### src/logic/dcache_pkg.sv
package dcache_pkg;

  // Widths shared by all cache blocks
  localparam int ADDR_W  = 32;             // Word address width
  localparam int DATA_W  = 32;             // One word per line
  localparam int BYTE_W  = 8;              // Only the low byte is loaded or stored
  localparam int WAY_NUM = 2;              // Two-way set associative

  // One access from the memory stage, a level strobe for one cycle
  typedef struct packed {
    logic              load;               // Load strobe
    logic              store;              // Store strobe, never with load
    logic [ADDR_W-1:0] addr;               // Word address, set index in the low bits
    logic [DATA_W-1:0] wdata;              // Store data, low byte used
  } cache_req_t;

  // What one way reports for the addressed set
  typedef struct packed {
    logic              match;              // Valid and tag equal
    logic [DATA_W-1:0] data;               // Stored word of the set
  } way_result_t;

  // Write command into one way, applied at the next edge
  typedef struct packed {
    logic              fill;               // Write word, tag and valid
    logic              byte_we;            // Replace low byte only
    logic [DATA_W-1:0] wdata;              // Fill word, or byte in the low bits
  } way_cmd_t;

  // A fill allocates the line for the current tag.
  // A byte write only touches a line that already matched.
  // The two strobes are exclusive per way and per cycle.

endpackage
### src/logic/dcache_top.sv
`timescale 1ns/1ns

module dcache_top #(
  parameter int SET_NUM = 8                                  // Number of sets, power of two
) (
  input  logic                          clk,
  input  logic                          arst_n,
  input  dcache_pkg::cache_req_t        req,                 // From memory stage
  output logic [dcache_pkg::DATA_W-1:0] rd_data,             // Load byte, zero-extended
  output logic                          hit,                 // Access hit
  output logic [dcache_pkg::ADDR_W-1:0] mem_addr,            // Memory word address
  input  logic [dcache_pkg::DATA_W-1:0] mem_rdata,           // Memory answers same cycle
  output logic                          mem_we,              // Write-through strobe
  output logic [dcache_pkg::DATA_W-1:0] mem_wdata            // Write-through data
);

  import dcache_pkg::*;

  localparam int IDX_W = $clog2(SET_NUM);                    // Set index bits
  localparam int TAG_W = ADDR_W - IDX_W;                     // Tag bits

  // Address split
  logic [IDX_W-1:0] set_idx;                                 // Low address bits
  logic [TAG_W-1:0] tag_in;                                  // Upper address bits

  // Way interconnect
  way_result_t [WAY_NUM-1:0] way_res;                        // Lookups into select block
  way_cmd_t    [WAY_NUM-1:0] way_cmd;                        // Writes back to the ways

  assign set_idx = req.addr[IDX_W-1:0];
  assign tag_in  = req.addr[ADDR_W-1:IDX_W];

  // Every access goes to memory, stores write through
  assign mem_addr  = req.addr;
  assign mem_we    = req.store;
  assign mem_wdata = req.wdata;

  // Way 0
  dcache_way #(
    .SET_NUM (SET_NUM)
  ) way0_inst (
    .clk     (clk),
    .arst_n  (arst_n),
    .set_idx (set_idx),
    .tag_in  (tag_in),
    .cmd     (way_cmd[0]),
    .result  (way_res[0])
  );

  // Way 1, looked up in parallel
  dcache_way #(
    .SET_NUM (SET_NUM)
  ) way1_inst (
    .clk     (clk),
    .arst_n  (arst_n),
    .set_idx (set_idx),
    .tag_in  (tag_in),
    .cmd     (way_cmd[1]),
    .result  (way_res[1])
  );

  // Hit detect, load data, LRU and way writes
  dcache_way_select #(
    .SET_NUM (SET_NUM)
  ) way_select_inst (
    .clk       (clk),
    .arst_n    (arst_n),
    .req       (req),
    .set_idx   (set_idx),
    .ways      (way_res),
    .mem_rdata (mem_rdata),
    .cmds      (way_cmd),
    .rd_data   (rd_data),
    .hit       (hit)
  );

endmodule

### src/logic/dcache_way_select.sv
`timescale 1ns/1ns

module dcache_way_select #(
  parameter int SET_NUM = 8                                        // Number of sets
) (
  input  logic                                                 clk,
  input  logic                                                 arst_n,
  input  dcache_pkg::cache_req_t                               req,       // Current access
  input  logic [$clog2(SET_NUM)-1:0]                           set_idx,   // Addressed set
  input  dcache_pkg::way_result_t [dcache_pkg::WAY_NUM-1:0]    ways,      // Way lookups
  input  logic [dcache_pkg::DATA_W-1:0]                        mem_rdata, // Memory word
  output dcache_pkg::way_cmd_t [dcache_pkg::WAY_NUM-1:0]       cmds,      // Way writes
  output logic [dcache_pkg::DATA_W-1:0]                        rd_data,   // Load result
  output logic                                                 hit        // Access hit
);

  import dcache_pkg::*;

  localparam int WAY_IDX_W = $clog2(WAY_NUM);                      // One bit for two ways

  // Replacement state, one LRU way index per set
  logic [SET_NUM-1:0][WAY_IDX_W-1:0] lru_q;

  // Access decode
  logic                 access;                                    // Load or store this cycle
  logic [WAY_NUM-1:0]   match_vec;                                 // Per-way match flags
  logic                 any_match;                                 // Some way holds the tag
  logic [WAY_IDX_W-1:0] hit_way;                                   // Index of matching way
  logic [WAY_IDX_W-1:0] victim;                                    // LRU way of the set
  logic [WAY_IDX_W-1:0] use_way;                                   // Way touched by access

  // Data paths
  logic [BYTE_W-1:0]    hit_byte;                                  // Low byte from the cache
  logic [BYTE_W-1:0]    mem_byte;                                  // Low byte from memory
  logic [DATA_W-1:0]    merged;                                    // Memory word, new low byte

  assign access = req.load | req.store;

  // Gather the match flags from both ways
  always_comb begin
    for (int w = 0; w < WAY_NUM; w++) begin
      match_vec[w] = ways[w].match;
    end
  end

  assign any_match = |match_vec;
  assign hit       = access & any_match;                           // No hit when idle

  // Encode the matching way, at most one is set
  always_comb begin
    hit_way = '0;
    for (int w = 0; w < WAY_NUM; w++) begin
      if (match_vec[w]) begin
        hit_way = WAY_IDX_W'(w);
      end
    end
  end

  assign victim  = lru_q[set_idx];                                 // Way named by the LRU bit
  assign use_way = hit ? hit_way : victim;                         // Hit way, else victim

  // Byte sources for the load result
  assign hit_byte = ways[hit_way].data[BYTE_W-1:0];
  assign mem_byte = mem_rdata[BYTE_W-1:0];

  // Store miss allocates memory word with the store byte on top
  assign merged = {mem_rdata[DATA_W-1:BYTE_W], req.wdata[BYTE_W-1:0]};

  // Load data, zero-extended low byte
  always_comb begin
    rd_data = '0;                                                  // Zero when not loading
    if (req.load) begin
      if (hit) begin
        rd_data[BYTE_W-1:0] = hit_byte;                            // From the cache
      end else begin
        rd_data[BYTE_W-1:0] = mem_byte;                            // Same-cycle memory word
      end
    end
  end

  // Way commands
  always_comb begin
    for (int w = 0; w < WAY_NUM; w++) begin
      cmds[w] = '0;                                                // No write by default
    end
    if (req.load && !hit) begin
      cmds[victim].fill  = 1'b1;                                   // Load miss refills victim
      cmds[victim].wdata = mem_rdata;
    end else if (req.store && hit) begin
      cmds[hit_way].byte_we = 1'b1;                                // Store hit, byte only
      cmds[hit_way].wdata   = req.wdata;
    end else if (req.store) begin
      cmds[victim].fill  = 1'b1;                                   // Store miss allocates
      cmds[victim].wdata = merged;
    end
  end

  // LRU update: the used way becomes most recent, the other one is next victim
  always_ff @(posedge clk or negedge arst_n) begin
    if (!arst_n) begin
      lru_q <= '0;                                                 // Way 0 goes first
    end else if (access) begin
      lru_q[set_idx] <= ~use_way;                                  // Other of two ways
    end
  end

  // Processor side never issues load and store together
  a_req_excl : assert property (
    @(posedge clk) disable iff (!arst_n)
    !(req.load && req.store)
  ) else $error("dcache_way_select: load and store both high");

  // Fills always go to a single victim, so a tag lives in one way only
  a_match_onehot : assert property (
    @(posedge clk) disable iff (!arst_n)
    $onehot0(match_vec)
  ) else $error("dcache_way_select: both ways match the same tag");

endmodule

### src/logic/dcache_way.sv
`timescale 1ns/1ns

module dcache_way #(
  parameter int SET_NUM = 8                                  // Number of sets
) (
  input  logic                                           clk,
  input  logic                                           arst_n,
  input  logic [$clog2(SET_NUM)-1:0]                     set_idx, // Addressed set
  input  logic [dcache_pkg::ADDR_W-$clog2(SET_NUM)-1:0]  tag_in,  // Request tag
  input  dcache_pkg::way_cmd_t                           cmd,     // Write for this way
  output dcache_pkg::way_result_t                        result   // Lookup of this way
);

  import dcache_pkg::*;

  localparam int IDX_W = $clog2(SET_NUM);                    // Set index bits
  localparam int TAG_W = ADDR_W - IDX_W;                     // Remaining address bits

  // Line state
  logic [SET_NUM-1:0] valid_q;                               // One valid bit per set
  logic [TAG_W-1:0]   tag_q  [SET_NUM];                      // Tag per set
  logic [DATA_W-1:0]  data_q [SET_NUM];                      // Word per set

  // Lookup signals
  logic               set_valid;                             // Valid bit of addressed set
  logic [TAG_W-1:0]   set_tag;                               // Stored tag of addressed set
  logic               tag_eq;                                // Stored tag equals request

  // Lookup is purely combinational
  assign set_valid = valid_q[set_idx];
  assign set_tag   = tag_q[set_idx];
  assign tag_eq    = (set_tag == tag_in);

  always_comb begin
    result       = '0;
    result.match = set_valid && tag_eq;                      // Invalid lines never match
    result.data  = data_q[set_idx];                          // Word goes out on hit or miss
  end

  // Valid bits are the only state cleared at reset
  always_ff @(posedge clk or negedge arst_n) begin
    if (!arst_n) begin
      valid_q <= '0;                                         // Cache starts empty
    end else if (cmd.fill) begin
      valid_q[set_idx] <= 1'b1;                              // Fill allocates the line
    end
  end

  // Tag array
  always_ff @(posedge clk) begin
    if (cmd.fill) begin
      tag_q[set_idx] <= tag_in;                              // New owner of the set
    end
  end

  // Data array, whole word on fill or low byte on a store hit
  always_ff @(posedge clk) begin
    if (cmd.fill) begin
      data_q[set_idx] <= cmd.wdata;                          // Memory word, maybe merged
    end else if (cmd.byte_we) begin
      data_q[set_idx][BYTE_W-1:0] <= cmd.wdata[BYTE_W-1:0];  // Upper bytes kept
    end
  end

  // The select block must never ask for both writes at once
  a_fill_byte_excl : assert property (
    @(posedge clk) disable iff (!arst_n)
    !(cmd.fill && cmd.byte_we)
  ) else $error("dcache_way: fill and byte write in the same cycle");

  // A byte write only makes sense on a line that matched this cycle
  a_byte_on_match : assert property (
    @(posedge clk) disable iff (!arst_n)
    cmd.byte_we |-> result.match
  ) else $error("dcache_way: byte write to a line that does not match");

endmodule

### config.mk
export PLATFORM = sky130hd
export DESIGN_NAME = dcache_top
export DESIGN_NICKNAME = d
export VERILOG_FILES = /design/src/logic/dcache_pkg.sv /design/src/logic/dcache_top.sv /design/src/logic/dcache_way_select.sv /design/src/logic/dcache_way.sv
export SDC_FILE = /design/constraint.sdc
export NUM_CORES = 1
export LEC_CHECK = 0
export BUFFER_PORTS_ARGS = -buffer_cell sky130_fd_sc_hd__buf_2
export CAP_MARGIN = 5
export CORE_AREA = 10 10 193 268
export CTS_BUF_LIST = sky130_fd_sc_hd__clkbuf_16
export DETAILED_ROUTE_END_ITERATION = 10
export DIE_AREA = 0 0 203 278
export PLACE_DENSITY = 0.74
export SLEW_MARGIN = 30
export SYNTH_ARGS = -nofsm -noshare
export SYNTH_HDL_FRONTEND = slang
export SYNTH_SLANG_ARGS = --single-unit
export TNS_END_PERCENT = 100
### constraint.sdc
create_clock -name clk -period 4.6 [get_ports clk]
set_input_delay 0.69 -clock clk [delete_from_list [all_inputs] [get_ports clk]]
set_output_delay 0.69 -clock clk [all_outputs]
set_load 0.01 [all_outputs]
==> impl_metrics.csv, run 1 <==
group,metric,value,unit
outcome,outcome,"finished clean",
synthesis,syn_area_per_cell,17.3,um^2
sta,maxSlewViolCount,0,
synthesis,yosysTopAreaCellShare,69.8,%
drt,wirelength,59700,um
floorplanning,io_pins,198,
cts,numCtsBuffers,55,
floorplanning,die_area,56400,um^2
sta,min_period,4450,ps
place,post-dp-hpwl,38100,um
setup_path,worstPathRequired,3910,ps
drt,drc,0,
global_routing,grt.total_usage,20.8,%
finish,final_core_util,63.4,%
place,place.gp.congestion,0.849,
sta,slew_headroom,48.8,%
sta,tns,0,ps
synthesis,synthAdderAreaFrac,0,%
cts,clk_pin_slew_worst_paths,70,ps
floorplanning,start_util,54.6,%
setup_path,critical_path_class,"register to output pin",
min_path,hp-class,"input pin to async pin",
finish,drive_above_1_share,26.4,%
synthesis,ys_warn_count,0,
power_and_ir_drop,ir_worst_vdd,0.344,mV
drt,drt_pass1_iterations,5,
synthesis,synth.area.top_cells,"edfxtp_1 70%, mux2i_1 6.0%, mux4_2 5.7%, buf_4 3.0%, dfrtp_1 2.4%",
setup_path,worst-r2r-cell-count,10,
global_routing,grt_pass1_wl,89500,um
flow_run,drv_cap,0,
sta,setup_viol,0,
finish,syn_to_final_growth,16.2,%
synthesis,synth_top_family_by_area,"multiplexers",
sta,clock_skew,22.5,ps
setup_path,timing.rr.end,"way1_inst.data_q[1][5]$_DFFE_PP_",
synthesis,synth.distinct_cells,62,
setup_path,end_kind,"output pin",
cts,cts_root_buf,"clkbuf_16",
sta,fmax,225,MHz
finish,layout.nets,1735,
setup_path,crit_fanout,4,
synthesis,yosys.area.top_type,"edfxtp_1",
drt,ant_nets,0,
synthesis,syn_inst,1472,
floorplanning,die_width,203,um
setup_path,reg2reg_slack,760,ps
sta,finalHoldViolCount,0,
power_and_ir_drop,totalPowerFinal,12.5,mW
synthesis,synth_seq_cells,616,
synthesis,synth-xor-area-share,1.27,%
setup_path,reg2reg_from,"way0_inst.tag_q[7][0]$_DFFE_PP_",
synthesis,syn_area,25500,um^2
power_and_ir_drop,p_per_area,420,nW/um^2
synthesis,yosysMostFrequentCell,"edfxtp_1",
cts,htree_num_levels,2,
synthesis,synth_compound_area_share,6.07,%
cts,clockBufferDepth,3,
place,port_buffers,101,
global_routing,antenna_found_initial,2,
cts,cts_tree,"built",
global_routing,grt_overflow,0,
global_routing,grt_max_degree,43,
sta,tightest_slew,768,ps
cts,clock-sinks,616,
synthesis,synthSimpleGateAreaFrac,4.09,%
drt,dr.first_iter.drc_count,1179,
floorplanning,core_area,46700,um^2
synthesis,async_reset_ff_share,3.90,%
synthesis,synth-main-ff-cell,"edfxtp_1",
cts,clkLatencyLatePin,590,ps
sta,grt_setup_unrepaired,"false",
global_routing,grt_pass1_vias,14700,
drt,vias_per_cell,6.12,
sta,fin_crit_sh,96.8,%
synthesis,synth_enable_flop_cells,592,
drt,routedWlPerCell,25.9,um
drt,route.vias.total,14100,
synthesis,synthMuxAreaShare,12.2,%
setup_path,start_kind,"register",
synthesis,seq_area_frac_synth,72.1,%
synthesis,synthTopCellsByCount,"592 x edfxtp_1, 152 x mux2i_1, 101 x buf_4",
power_and_ir_drop,power_leakage,10.4,nW
setup_path,arrival,3760,ps
floorplanning,num_rows,94,
floorplanning,chipHeight,278,um
==> metal layers <==
metal  GRT usage [%]  routed length (um)
met1            25.2               22200
met2            36.4               31700
met3            3.15                3870
met4            8.55                1960
met5               0                  18
==> final cells by class <==
class / count / area, um^2
timing repair buffer: 252 / 2270
tap: 624 / 781
antenna: 1 / 2.50
clock inverter: 47 / 492
inverter: 4 / 15.0
multi-input combinational: 706 / 6270
sequential: 616 / 18400
clock buffer: 56 / 1400
fill: 3175 / 17100
==> kinds of logic after synthesis <==
group	count (synthesis)
flops	616
mux	227
compound gates	218
simple gates	200
buf+inv	173
xor+xnor	37
other cells	1
==> worst max-delay path, stage by stage (launching register included) <==
cell and delay [ps]:
edfxtp_1 380, mux2_1 300, a221o_1 360, a222oi_1 350, xnor2_1 130, or4_4 570, or4_1 590, a21boi_0 240
buf_4 140, buf_2 120
==> stage by stage <==
step | std cells | hold slack [ps] | setup slack [ps] | instance area [um^2]
after global routing | 2306 | 93.9 | 28.0 | 29600
after global placement | 2191 | 454 | -74.0 | 27400
after detailed placement | 2201 | 462 | -146 | 27600
after floorplan | 1495 | 394 | -25.3 | 25600
final | 2306 | 72.5 | 146 | 29600
after CTS | 2304 | 66.7 | 7.45 | 29500
==> layout by cell type (no fill, tap or decap), types with 9 or more instances in the layout <==
| cell | instances |
|---|---|
| edfxtp_1 | 592 |
| dfrtp_1 | 24 |
| buf_2 | 98 |
| nor2_4 | 16 |
| mux2_2 | 9 |
| o21ai_0 | 18 |
| nor2_1 | 18 |
| nor4_1 | 14 |
| mux2i_1 | 152 |
| buf_12 | 31 |
| bufinv_16 | 10 |
| o221ai_1 | 10 |
| xnor2_1 | 29 |
| o21bai_1 | 16 |
| clkinv_2 | 9 |
| nand3_1 | 16 |
| a21oi_1 | 31 |
| o22ai_1 | 38 |
| a22oi_1 | 45 |
| conb_1 | 24 |
| nor3_1 | 35 |
| nand2_1 | 40 |
| and3_1 | 25 |
| buf_4 | 107 |
| mux4_2 | 65 |
| clkbuf_16 | 57 |
| o22a_1 | 14 |
| buf_16 | 10 |
| inv_1 | 15 |
==> timing repair <==
item                       CTS  global route
setup endpoints to repair    9             9
setup buffers                0             0
cloned                       0             1
hold buffers                 0             0
pin swaps                    0             1
gates resized for setup      5             9
==> where the power goes <==
| part | total, mW | switching, mW | internal (mW) |
|---|---|---|---|
| sequential | 6.48 | 0.0687 | 6.41 |
| clock | 4.76 | 1.98 | 2.78 |
| combinational | 1.21 | 0.732 | 0.482 |
| total | 12.5 | 2.79 | 9.67 |
==> worst max-delay path by stage <==
stage               depth (start not counted)                         endpoint                       startpoint  slack, ps
finish                                      9                              hit  way0_inst.tag_q[7][0]$_DFFE_PP_        150
global route                               12                       rd_data[1]                          req[32]         30
CTS                                        12                       rd_data[1]                          req[32]          7
detailed placement                         12                              hit                          req[32]       -150
global placement                           12                              hit                          req[32]        -70
floorplan                                  14  way1_inst.tag_q[7][0]$_DFFE_PP_                          req[33]        -30
==> registers in the layout (all words and copies together) (netlist names) <==
name,count
way0_inst.tag_q,232
way1_inst.tag_q,232
way_select_inst.lru_q,8
way1_inst.valid_q,8
way0_inst.valid_q,8
way0_inst.data_q,64
way1_inst.data_q,64
Power figures use the tool's default switching activity.
==> inputs of run 2 (changes only) <==
==> constraint.sdc (replaced) <==
create_clock -name clk -period 4.6 [get_ports clk]
set_input_delay 1.15 -clock clk [delete_from_list [all_inputs] [get_ports clk]]
set_output_delay 1.15 -clock clk [all_outputs]
set_load 0.01 [all_outputs]
==> impl_metrics.csv, run 2 (synthesis results as in run 1) <==
group,metric,value,unit
outcome,outcome,"finished with violations",
outcome,violations,"setup timing",
setup_path,end_kind,"output pin",
sta,maxSlewViolCount,0,
power_and_ir_drop,ir_worst_vdd,0.352,mV
cts,clk_pin_slew_worst_paths,60,ps
setup_path,crit_fanout,6,
setup_path,worst-path-buf-inv,7,
setup_path,setup.worst_path.end,"rd_data[4]",
global_routing,grt_pass1_vias,15100,
finish,diodes,0,
flow_run,drv_cap,0,
sta,slew_headroom,54.3,%
sta,fin_crit_sh,116,%
power_and_ir_drop,p_per_area,394,nW/um^2
sta,min_period,5340,ps
sta,clock_skew,26.8,ps
global_routing,gr-usage-met1,26.8,%
drt,drt_pass1_iterations,6,
drt,routedWlPerCell,26.5,um
global_routing,use_met3,4.21,%
sta,tightest_slew,683,ps
place,dp_worst_setup_slack,-884,ps
sta,grt_setup_unrepaired,"true",
floorplanning,die_area,56400,um^2
cts,clockBufferDepth,3,
setup_path,worst-r2r-cell-count,15,
drt,vias_per_cell,6.06,
finish,layout_common_cells,"592 x edfxtp_1, 193 x buf_4, 140 x mux2i_1, 96 x buf_2, 72 x buf_12",
sta,setup_viol,9,
global_routing,grt_overflow,0,
setup_path,arrival,4190,ps
finish,final_core_util,67.2,%
place,post-dp-hpwl,42800,um
cts,clkLatencyLatePin,610,ps
finish,syn_to_final_growth,23.2,%
global_routing,antenna_found_initial,1,
sta,whs,477,ps
floorplanning,core_area,46700,um^2
global_routing,busiest_layer,"met2",
finish,mostFrequentLayoutCell,"edfxtp_1",
setup_path,worst_path_largest_cell_delay,640,ps
setup_path,path_cells,"buf_16 -> buf_16 -> buf_4 -> buf_4 -> buf_12 -> mux2i_4 -> a22oi_2 -> and3_4 -> o22ai_4 -> or4_4 -> or4_4 -> clkbuf_16 -> a21oi_2 -> buf_2",
sta,finalHoldViolCount,0,
cts,clock-sinks,616,
cts,cts_tree,"built",
setup_path,crit_path_start,"req[32]",
place,place.gp.congestion,0.851,
finish,drive_above_1_share,35.6,%
setup_path,start_kind,"input pin",
drt,ant_nets,0,
finish,layout.nets,1870,
global_routing,grt.total_usage,22.3,%
setup_path,reg2reg_slack,640,ps
floorplanning,num_rows,94,
finish,finalInstanceArea,31400,um^2
finish,n_fill_cell,3030,
drt,dr.first_iter.drc_count,1353,
drt,wirelength,64700,um
global_routing,met2_usage,38.8,%
global_routing,grt_max_degree,43,
cts,postCtsHoldBufs,0,
sta,tns,-6370,ps
cts,htree_num_levels,2,
min_path,hp-class,"register to register",
setup_path,cp.depth,14,
floorplanning,die_width,203,um
setup_path,cpLargestDelayFamily,"simple AND/OR/NAND/NOR gates",
drt,route.vias.total,14800,
floorplanning,start_util,54.6,%
finish,top_regs,"way0_inst.tag_q (232), way1_inst.tag_q (232)",
setup_path,critPathSlowestCell,"or4_4",
sta,fin_ws,-741,ps
place,port_buffers,101,
cts,cts_root_buf,"clkbuf_16",
global_routing,grt_pass1_wl,95000,um
min_path,min_path_cells,1,
power_and_ir_drop,power_leakage,11.2,nW
place,place_area,28700,um^2
floorplanning,chipHeight,278,um
floorplanning,io_pins,198,
setup_path,worstPathRequired,3450,ps
cts,numCtsBuffers,55,
setup_path,critical_path_class,"input pin to output pin",
drt,drc,0,
sta,fmax,187,MHz
setup_path,reg2reg_from,"way0_inst.tag_q[4][14]$_DFFE_PP_",
setup_path,timing.rr.end,"way0_inst.data_q[7][3]$_DFFE_PP_",
[run 2: cell count changes in the layout (fill, tap and decap cells not counted), moves of 9 or more]
| cell | previous run | this run |
|---|---|---|
| a21oi_1 | 31 | 22 |
| buf_12 | 31 | 72 |
| buf_4 | 107 | 193 |
| buf_6 | 2 | 16 |
| inv_1 | 15 | 6 |
| inv_6 | 1 | 10 |
| mux2i_1 | 152 | 140 |
| nor3_1 | 35 | 23 |
[run 2: repair_timing]
action	CTS	global route
endpoints found under the setup margin	73	154
setup buffers	23	19
resized for setup	56	37
hold endpoints to repair	0	0
cloned	4	1
pin swaps	13	20
[run 2: worst min path at each step]
| stage | start | end | slack (ps) |
|---|---|---|---|
| after floorplan | way1_inst.valid_q[3]$_DFFE_PN0N_ | way1_inst.valid_q[3]$_DFFE_PN0N_ | 440 |
| after global placement | way1_inst.valid_q[3]$_DFFE_PN0N_ | way1_inst.valid_q[3]$_DFFE_PN0N_ | 450 |
| after detailed placement | way1_inst.valid_q[4]$_DFFE_PN0N_ | way1_inst.valid_q[4]$_DFFE_PN0N_ | 460 |
| after CTS | way1_inst.valid_q[4]$_DFFE_PN0N_ | way1_inst.valid_q[4]$_DFFE_PN0N_ | 480 |
| after global routing | way1_inst.valid_q[3]$_DFFE_PN0N_ | way1_inst.valid_q[3]$_DFFE_PN0N_ | 490 |
| final | way1_inst.valid_q[4]$_DFFE_PN0N_ | way1_inst.valid_q[4]$_DFFE_PN0N_ | 480 |
[run 2: power by group]
group,switching (mW),internal [mW]
registers,0.0685,6.41
clock network,2.07,2.40
logic,0.814,0.606
[run 2: stage by stage]
step	power, mW	instances
after floorplan	7.30	1495
after global placement	7.86	2292
after detailed placement	7.90	2293
after CTS	12.4	2423
after global routing	12.7	2440
final	12.4	2440
[run 2: area by class of cell]
cell class              count  area (um^2)  area share [%]
clock buffers              55         1380            4.38
flip-flops and latches    616        18400            58.5
inverters                   4         15.0          0.0478
clock inverters            48          389            1.24
repair buffers            387         3780            12.0
multi-input cells         706         6680            21.3
well taps                 624          781            2.49
[run 2: per-layer routing]
layer	part of all wire, %	vias to the layer above
met2	52	698
li1	-	6407
met5	0.020	-
met4	3.7	2
met3	7.4	141
met1	36	7548
